File: config.mk
export PLATFORM = sky130hd
export DESIGN_NAME = host_port
export DESIGN_NICKNAME = d
export VERILOG_FILES = /design/src/logic/mem_pkg.sv /design/src/logic/host_port.sv
export SDC_FILE = /design/constraint.sdc
export NUM_CORES = 1
export LEC_CHECK = 0
export BUFFER_PORTS_ARGS = -buffer_cell sky130_fd_sc_hd__buf_2
export CORE_MARGIN = 2
export CORE_UTILIZATION = 25
export DETAILED_ROUTE_END_ITERATION = 10
export GPL_TIMING_DRIVEN = 0
export SLEW_MARGIN = 20
export SYNTH_ARGS = -nofsm -noshare
export SYNTH_HDL_FRONTEND = slang
export SYNTH_SLANG_ARGS = --single-unit
File: constraint.sdc
create_clock -name clock -period 2.4 [get_ports clock]
set_input_delay 0 -clock clock [delete_from_list [all_inputs] [get_ports clock]]
set_output_delay 0 -clock clock [all_outputs]
set_load 0.01 [all_outputs]
File: src/logic/mem_pkg.sv
// Memory stage shared definitions
`default_nettype none

package mem_pkg;

    // ----------------------------------------
    // Memory geometry
    // ----------------------------------------

    // Data memory depth in 32-bit words
    localparam int D_MEM_WORDS = 1024;
    // Word address covers the whole array
    localparam int WORD_ADDR_W = 10;
    // Core byte address, two extra offset bits
    localparam int BYTE_ADDR_W = 12;

    // ----------------------------------------
    // Vector types
    // ----------------------------------------

    typedef logic [31:0]            word_t;
    // Bit i enables byte lane i
    typedef logic [3:0]             byte_en_t;
    typedef logic [WORD_ADDR_W-1:0] word_addr_t;
    typedef logic [BYTE_ADDR_W-1:0] byte_addr_t;

    // Access size, same codes as RISC-V funct3
    typedef enum logic [2:0] {
        SZ_B  = 3'd0,
        SZ_H  = 3'd1,
        SZ_W  = 3'd2,
        SZ_BU = 3'd4,
        SZ_HU = 3'd5
    } ls_size_t;

    // Host port handshake FSM
    typedef enum logic [1:0] {
        HP_IDLE,
        HP_ACCESS,
        HP_CAPTURE,
        HP_ACK
    } host_state_t;

endpackage

`default_nettype wire

File: src/logic/host_port.sv
// Host req/ack port
`default_nettype none

module host_port (
    input  logic                clock,
    input  logic                reset,
    // Host side, four-phase handshake
    input  logic                host_req,
    input  logic                host_write,
    input  mem_pkg::word_addr_t host_addr,
    input  mem_pkg::byte_en_t   host_be,
    input  mem_pkg::word_t      host_wdata,
    output logic                host_ack,
    output mem_pkg::word_t      host_rdata,
    // Memory port B
    output mem_pkg::word_addr_t mem_addr,
    output mem_pkg::word_t      mem_wdata,
    output mem_pkg::byte_en_t   mem_be,
    output logic                mem_wren,
    input  mem_pkg::word_t      mem_q
);

    mem_pkg::host_state_t state;
    mem_pkg::host_state_t state_next;

    // ----------------------------------------
    // Handshake FSM
    // ----------------------------------------

    always_comb begin
        state_next = state;
        case (state)
            // Wait for a new request
            mem_pkg::HP_IDLE:    if (host_req) state_next = mem_pkg::HP_ACCESS;
            // Memory access issued this cycle
            mem_pkg::HP_ACCESS:  state_next = mem_pkg::HP_CAPTURE;
            // Read data arrives from port B
            mem_pkg::HP_CAPTURE: state_next = mem_pkg::HP_ACK;
            // Hold ack until host drops req
            mem_pkg::HP_ACK:     if (!host_req) state_next = mem_pkg::HP_IDLE;
            default:             state_next = mem_pkg::HP_IDLE;
        endcase
    end

    always_ff @(posedge clock) begin
        if (reset) begin
            state <= mem_pkg::HP_IDLE;
        end else begin
            state <= state_next;
        end
    end

    // ----------------------------------------
    // Port B drive
    // ----------------------------------------

    // Host holds request fields stable until ack
    assign mem_addr  = host_addr;
    assign mem_wdata = host_wdata;
    assign mem_be    = host_be;
    // Single write pulse per transfer
    assign mem_wren  = (state == mem_pkg::HP_ACCESS) && host_write;

    // Registered q_b is valid in HP_CAPTURE
    always_ff @(posedge clock) begin
        if (state == mem_pkg::HP_CAPTURE) begin
            host_rdata <= mem_q;
        end
    end

    assign host_ack = (state == mem_pkg::HP_ACK);

endmodule

`default_nettype wire

==> metrics <==
Max Fanout on Critical Path 33; worst r2r path cells 4; port bufs roughly 120; Routed Wire Length about 3700 um; Leak around 1.2 nW; worst-path cell chain inv_1, ha_2, a211oi_1, a211oi_2; FF+latch count, synth 34; proportion of layout cells with a drive suffix above 1 68.0%; slowest library cell on the worst path ha_2; total power between 1.5 and 2 mW; # resized after CTS 0; vias in the first global route between 1000 and 1500; Final nets ~340; floorplan row count 28; first-pass GRT wire length 4760 um; die area 6550 um^2; Setup violations, final 0; DRT iter0 DRCs 17; critical path type flop to flop; Worst VDD drop approximately 0.34 mV; DP HPWL ~2800 um; CP Launch Type flop; RSZ-0062 raised after global routing false; core region area roughly 5800 um^2; Hold Crit Class input port to flop; Worst-path clk slew about 60 ps; Post-Syn Area roughly 1500 um^2; CTS Root Cell clkbuf_8; count of cell types in the netlist 11; crit path DAT 1810 ps; DR WL/cell about 11 um; Hold Violations, Final 0; CTS H-tree lvls 2; # hold bufs at CTS 33; fmax 0.620 GHz; Hold Path Depth 3; WP data required 2600 ps; fin cells 325; Post-Layout Inst Area approximately 2600 um^2; GPL Wtd Cong between 0.7 and 0.8; CTS Buf Count 5; worst skew pair latency ~280 ps; diode count 0; gr usage total between 10% and 20%; DRT Pass-1 Iters 4; setup_tns 0 ps; CTS max path bufs 2; clock sink total 34; Die Y about 80 um; grt ovf 0; max_cap viols 0; Pwr Density approximately 700 nW/um^2; vias ~1200; placed inst area between 2000 and 2500 um^2; CTS tree done; Placed Cells roughly 280; outcome finished clean; Worst-Margin Slew 720 ps; Pins Over Slew Limit 0; Mean Syn Cell Area roughly 16 um^2; initial antenna violation count 0; Tcrit/Tclk final 67.2%; hold slack ~90 ps; Initial Util roughly a quarter; antenna viol nets, final 0; # IOs 162; Final Critical Period around 1600 ps; Crit. End Element flop; area grow syn2layout 73.2%; net count after synthesis ~180; synth warn 0; Slew Limit Headroom 52.0%; Clock Skew 3.03 ps; Post-Syn Instances 94; pin count of the biggest net entering global routing 34; sequential element share of the synthesized area between 60% and 70%; Setup Fix Bufs, Post-CTS 0; critical path's largest stage delay 670 ps; DR vias/cell between 3 and 4; Die Width approximately 80 um; DRC 0
stage by stage:
step,utilization [%],setup slack (ps)
2_1_floorplan,-,692
3_3_place_gp,37.0,357
3_5_place_dp,37.0,771
4_1_cts,44.1,758
5_1_grt,44.1,618
6_report,44.1,788
cells in the final DEF (no fill, tap or decap):
cell type,Yosys,layout
edfxtp_1,32,32
ha_1,5,4
nand2b_1,2,2
a211oi_1,1,1
clkbuf_8,0,5
dlygate4sd3_1,0,33
buf_4,46,46
dfxtp_1,2,2
and2_1,1,1
mux2i_1,1,1
clkinv_1,0,1
a211oi_2,1,1
inv_1,2,2
clkbuf_1,0,1
clkinv_2,0,1
ha_2,0,1
mux2_4,1,1
buf_2,0,115
synth_stat cells:
| cell type | number | share of area [%] |
|---|---|---|
| buf_4 | 46 | 23 |
| edfxtp_1 | 32 | 65 |
| ha_1 | 5 | 4.2 |
| dfxtp_1 | 2 | 2.7 |
| inv_1 | 2 | 0.51 |
| nand2b_1 | 2 | 0.85 |
| a211oi_1 | 1 | 0.51 |
| a211oi_2 | 1 | 0.85 |
| and2_1 | 1 | 0.42 |
| mux2_4 | 1 | 1.0 |
| mux2i_1 | 1 | 0.68 |
state kept, by name (all words and copies together) (netlist names):
register	count
state	2
host_rdata	32
power breakdown:
part | switching, mW | internal (mW) | total (mW)
Clock | 0.179 | 0.199 | 0.377
Sequential | 0.0458 | 0.826 | 0.872
Combinational | 0.281 | 0.259 | 0.540
worst paths after layout:
path              startpoint       end  slack [ps]
setup reg to reg    state[0]  state[0]         790
hold / removal      host_req  state[0]          90
setup / recovery    state[0]  state[0]         790
hold reg to reg     state[1]  state[1]         560
critical path, delay by kind of cell, from the launching register on:
kind,cells,cell delay (ps)
AO/OA/AOI/OAI,2,380
flip-flops,1,340
adder cells (fa/ha/maj),1,670
buffers and inverters,1,130
kinds of logic (layout without fill, tap and decap cells):
family | after synthesis | in the layout | synth area share (%)
multiplexers | 2 | 2 | 1.69
buffers and inverters | 48 | 204 | 23.8
AO/OA/AOI/OAI | 2 | 2 | 1.35
flip-flops | 34 | 34 | 67.6
adder cells (fa/ha/maj) | 5 | 5 | 4.23
AND/OR/NAND/NOR | 3 | 3 | 1.27
cell type report:
type | instances | area [um^2]
Buffer | 46 | 345
Clock buffer | 6 | 72.6
Clock inverter | 2 | 8.76
Fill cell | 533 | 3250
Inverter | 2 | 7.51
Multi-Input combinational cell | 12 | 129
Sequential cell | 34 | 1000
Tap cell | 75 | 93.8
Timing Repair Buffer | 148 | 906
per-layer routing:
layer,wire length [um],vias to the layer above,share of wire (%),GRT usage [%]
li1,-,584,-,-
met1,1200,500,32,8.64
met2,1940,115,52,20.1
met3,524,5,14,3.11
met4,65,0,1.7,5.59
met5,0,-,0,0
Note: power is estimated with default switching activity, not from simulation.
