$ cat config.mk
export PLATFORM = sky130hd
export DESIGN_NAME = lsu
export DESIGN_NICKNAME = d
export VERILOG_FILES = /design/src/logic/mem_pkg.sv /design/src/logic/lsu.sv
export SDC_FILE = /design/constraint.sdc
export NUM_CORES = 1
export LEC_CHECK = 0
export BUFFER_PORTS_ARGS = -buffer_cell sky130_fd_sc_hd__buf_2
export CORE_MARGIN = 3
export CORE_UTILIZATION = 31
export CTS_BUF_LIST = sky130_fd_sc_hd__clkbuf_16
export DETAILED_ROUTE_END_ITERATION = 10
export GPL_ROUTABILITY_DRIVEN = 1
export PLACE_DENSITY = 0.78
export SLEW_MARGIN = 10
export SYNTH_ARGS = -nofsm -noshare
export SYNTH_HDL_FRONTEND = slang
export SYNTH_SLANG_ARGS = --single-unit
$ cat constraint.sdc
create_clock -name clock -period 1.5 [get_ports clock]
set_input_delay 0.075 -clock clock [delete_from_list [all_inputs] [get_ports clock]]
set_output_delay 0.075 -clock clock [all_outputs]
set_load 0.01 [all_outputs]
$ cat src/logic/mem_pkg.sv
// Memory stage shared definitions
`default_nettype none

package mem_pkg;

    // ----------------------------------------
    // Memory geometry
    // ----------------------------------------

    // Data memory depth in 32-bit words
    localparam int D_MEM_WORDS = 1024;
    // Word address covers the whole array
    localparam int WORD_ADDR_W = 10;
    // Core byte address, two extra offset bits
    localparam int BYTE_ADDR_W = 12;

    // ----------------------------------------
    // Vector types
    // ----------------------------------------

    typedef logic [31:0]            word_t;
    // Bit i enables byte lane i
    typedef logic [3:0]             byte_en_t;
    typedef logic [WORD_ADDR_W-1:0] word_addr_t;
    typedef logic [BYTE_ADDR_W-1:0] byte_addr_t;

    // Access size, same codes as RISC-V funct3
    typedef enum logic [2:0] {
        SZ_B  = 3'd0,
        SZ_H  = 3'd1,
        SZ_W  = 3'd2,
        SZ_BU = 3'd4,
        SZ_HU = 3'd5
    } ls_size_t;

    // Host port handshake FSM
    typedef enum logic [1:0] {
        HP_IDLE,
        HP_ACCESS,
        HP_CAPTURE,
        HP_ACK
    } host_state_t;

endpackage

`default_nettype wire

$ cat src/logic/lsu.sv
// Core load/store unit
`default_nettype none

module lsu (
    input  logic                clock,
    input  logic                reset,
    // Core request, one cycle per access
    input  logic                core_valid,
    input  logic                core_write,
    input  mem_pkg::ls_size_t   core_size,
    input  mem_pkg::byte_addr_t core_addr,
    input  mem_pkg::word_t      core_wdata,
    output logic                core_misaligned,
    output logic                core_rvalid,
    output mem_pkg::word_t      core_rdata,
    // Memory port A
    output mem_pkg::word_addr_t mem_addr,
    output mem_pkg::word_t      mem_wdata,
    output mem_pkg::byte_en_t   mem_be,
    output logic                mem_wren,
    input  mem_pkg::word_t      mem_q
);

    // Byte offset within the word
    logic [1:0]        offset;
    // Alignment fault for the decoded size
    logic              bad_align;

    // Load info carried to the data cycle
    logic              ld_valid;
    mem_pkg::ls_size_t ld_size;
    logic [1:0]        ld_offset;
    mem_pkg::word_t    ld_shifted;

    assign offset   = core_addr[1:0];
    assign mem_addr = core_addr[mem_pkg::BYTE_ADDR_W-1:2];

    // ----------------------------------------
    // Request decode
    // ----------------------------------------

    always_comb begin
        case (core_size)
            mem_pkg::SZ_B, mem_pkg::SZ_BU: begin
                // Byte in every lane, enable picks one
                mem_be    = 4'b0001 << offset;
                mem_wdata = {4{core_wdata[7:0]}};
                bad_align = 1'b0;
            end
            mem_pkg::SZ_H, mem_pkg::SZ_HU: begin
                // Half must start on an even byte
                mem_be    = 4'b0011 << offset;
                mem_wdata = {2{core_wdata[15:0]}};
                bad_align = offset[0];
            end
            default: begin
                // Word, only offset zero is legal
                mem_be    = 4'b1111;
                mem_wdata = core_wdata;
                bad_align = (offset != 2'd0);
            end
        endcase
    end

    assign core_misaligned = core_valid && bad_align;
    // Misaligned stores never reach memory
    assign mem_wren = core_valid && core_write && !bad_align;

    // ----------------------------------------
    // Load tracking
    // ----------------------------------------

    always_ff @(posedge clock) begin
        if (reset) begin
            ld_valid <= 1'b0;
        end else begin
            ld_valid <= core_valid && !core_write && !bad_align;
        end
    end

    // Payload only, qualified by ld_valid
    always_ff @(posedge clock) begin
        ld_size   <= core_size;
        ld_offset <= offset;
    end

    // ----------------------------------------
    // Load alignment and extension
    // ----------------------------------------

    always_comb begin
        // Selected lane down to bit 0
        ld_shifted = mem_q >> {ld_offset, 3'b000};
        case (ld_size)
            mem_pkg::SZ_B:  core_rdata = {{24{ld_shifted[7]}}, ld_shifted[7:0]};
            mem_pkg::SZ_BU: core_rdata = {24'd0, ld_shifted[7:0]};
            mem_pkg::SZ_H:  core_rdata = {{16{ld_shifted[15]}}, ld_shifted[15:0]};
            mem_pkg::SZ_HU: core_rdata = {16'd0, ld_shifted[15:0]};
            default:        core_rdata = ld_shifted;
        endcase
    end

    // Result one cycle after request
    assign core_rvalid = ld_valid;

endmodule

`default_nettype wire

==> flow_summary.toml <==
[global_routing]
overflow = 0
gr-usage-all-layers_pct = 19.2
grt_max_degree = 25
antenna_found_initial = 0
grt_pass1_vias = 1806
grt_pass1_wl_mm = 8.23

[clocking]
cts_max_level = 1
cts_sinks = 6
cts_made_buffers = 3
cts_root_buf = "clkbuf_16"
clockBufferDepth = 2
clkTransAtPathRegs_ns = 0.03
cts_tree = "done"

[synth]
synthCells = 189
avgSynthCellArea_um2 = 7.53
synth_area_mm2 = 0.00142
syn_nets = 272
synth.ff_latch_count = 6
ys_seq_area_share_pct = 8.44
yosysWarnings = 0
post_synth_num_cell_types = 31

[routing]
drt-total-wl_mm = 5.99
drt_iter0_drc = 65
vias_per_cell = 5.28
ant_nets = 0
dr.pass1.iters = 4
remaining_drc_errors = 0
num_vias = 1991
wire_per_inst_um = 15.9

[hold_path]
holdPathStages = 2
worstHoldStart = "reset"
holdCritPathClass = "in2reg"
min_to = "core_rvalid$_SDFF_PP0_"

[placement]
place.gp.congestion = 0.824
placed_cell_area_mm2 = 0.00214
io_buffers = 143
pre_cts_ws_ns = -0.0885
place_hpwl_mm = 4.71

[setup_path]
worstPathMaxFanout = 7
cp-start-kind = "flip-flop"
arrival_ns = 1.71
cp-end-kind = "primary output"
critical_path_required_ns = 1.42
worstSetupPathType = "reg2out"

[floorplan]
start_util_pct = 32.4
die-area_mm2 = 0.00544
die_h_um = 73.7
io_pins = 164
die_w_um = 73.7
coreArea_mm2 = 0.00438
row_count = 24

[sta]
drv_slew = 0
rsz0062_at_grt = "true"
setup_viol = 31
hold_slack_ns = 0.0140
finalHoldViolCount = 0
period_share_pct = 119
max_slew_margin_pct = 74.8
fin_tns_setup_ns = -6.60
min_period_ns = 1.78
setup_slack_ns = -0.281
worst_slew_pin_slew_ns = 0.377
fmax_mhz = 561

[finish]
n_fill_cell = 376
drive_gt1_share_pct = 64.9
syn2layout_area_growth_pct = 71.4
diodes = 0
seqCellArea_um2 = 125
multi_input_area_mm2 = 0.00117
fin_area_mm2 = 0.00244
fin_nets = 410
fin_util_pct = 55.6

[outcome]
violations = "setup timing"
status = "complete, but fails checks"

[power]
max-vdd-ir-drop_mv = 0.281
power_density_mw_per_mm2 = 574
power_leakage_nw = 1.26

[job]
maxCapViolations = 0
-- critical path: stages, from the launching register on --
cell	delay [ns]
dfxtp_4	0.35
buf_4	0.14
buf_12	0.13
buf_4	0.13
mux2i_1	0.24
a2bb2oi_1	0.27
a21oi_2	0.08
buf_2	0.14
-- layout make-up --
type / count / share of cell area, %
multi-input cells: 145 / 48.0
clock buffers: 3 / 3.08
inverters: 2 / 0.308
repair buffers: 169 / 40.8
well taps: 52 / 2.67
flip-flops and latches: 6 / 5.13
-- cells in the mapped netlist --
library cell,number,area share (%)
mux2i_1,24,17
buf_4,18,9.5
nand2_1,17,4.5
a21oi_1,16,5.6
mux2_2,16,13
o21ai_0,12,4.2
clkbuf_1,10,2.6
nor2b_1,8,3.5
o31ai_1,8,4.2
o32ai_1,8,4.9
a211oi_1,7,3.7
a2bb2oi_1,6,3.7
dfxtp_1,6,8.4
buf_1,4,1.1
nor2_1,4,1.1
or2_2,4,1.8
buf_2,2,0.70
buf_6,2,1.6
inv_1,2,0.53
nand2b_1,2,0.88
nand3_1,2,0.70
o21bai_1,2,1.1
a21boi_0,1,0.53
a21oi_2,1,0.62
mux4_2,1,1.6
nand3b_1,1,0.53
nor2_4,1,0.79
nor3_1,1,0.35
nor3b_1,1,0.53
o211a_1,1,0.70
o21a_1,1,0.53
-- cell families (layout without fill, tap and decap cells) --
logic type	after synthesis	after routing	share of synthesized area, %
AOI/OAI and AO/OA	63	63	29.8
muxes	41	41	31.1
and+or+nand+nor	41	41	14.6
buffers and inverters	38	174	16.0
DFF	6	6	8.44
-- through the flow --
stage,instances,total power (W)
2_1_floorplan,189,0.000593
3_3_place_gp,362,0.000892
4_1_cts,367,0.00135
5_1_grt,377,0.00148
3_5_place_dp,362,0.000903
6_report,377,0.00140
-- layer usage --
| layer | GRT usage, % | share of wire [%] | vias to the layer above |
|---|---|---|---|
| met5 | 0 | 0 | - |
| met4 | 6.44 | 2.3 | 0 |
| met3 | 4.65 | 9.7 | 16 |
| met2 | 39.0 | 55 | 112 |
| met1 | 18.3 | 33 | 902 |
| li1 | - | - | 961 |
-- registers in the layout, indices dropped and copies added, names as in the netlist --
name,cells
ld_size,3
core_rvalid,1
ld_offset,2
-- placed cells by master, fill, tap and decap left out, types with 2 or more instances in the layout --
master	instances
a211oi_1	4
a211oi_2	3
a21oi_1	12
a21oi_2	4
a2bb2oi_1	5
buf_12	5
buf_2	143
buf_4	17
buf_8	2
clkbuf_16	3
dfxtp_1	4
inv_1	2
mux2_2	16
mux2i_1	22
mux2i_2	2
nand2_1	17
nand2b_1	2
nor2_1	4
nor2b_1	4
nor2b_4	4
o21ai_0	10
o21ai_1	2
o21bai_1	2
o31ai_1	8
o32ai_1	8
or2_2	3
-- worst max path at each step --
stage               depth (start not counted)                 start  slack (ns)              to
finish                                      7  ld_offset[1]$_DFF_P_       -0.28  core_rdata[13]
global route                                6  ld_offset[1]$_DFF_P_       -0.36  core_rdata[17]
CTS                                         5  ld_offset[1]$_DFF_P_       -0.28  core_rdata[17]
detailed placement                          4  ld_offset[1]$_DFF_P_       -0.09  core_rdata[14]
global placement                            5  ld_offset[1]$_DFF_P_       -0.02  core_rdata[23]
floorplan                                   5  ld_offset[1]$_DFF_P_       -0.03  core_rdata[16]
-- report_power, final --
part           switching (W)  total (W)  internal (W)
logic               0.000403   0.000802      0.000399
clock network      0.0000787   0.000420      0.000341
registers         0.00000906   0.000177      0.000168
-- timing repair --
action	4_1_cts	5_1_grt
endpoints found under the setup margin	29	31
pin swaps	0	5
hold buffers	1	0
gates resized for setup	6	31
endpoints found under the hold margin	1	0
buffers inserted	1	10
No activity file was read; power rests on OpenSTA's default activity.
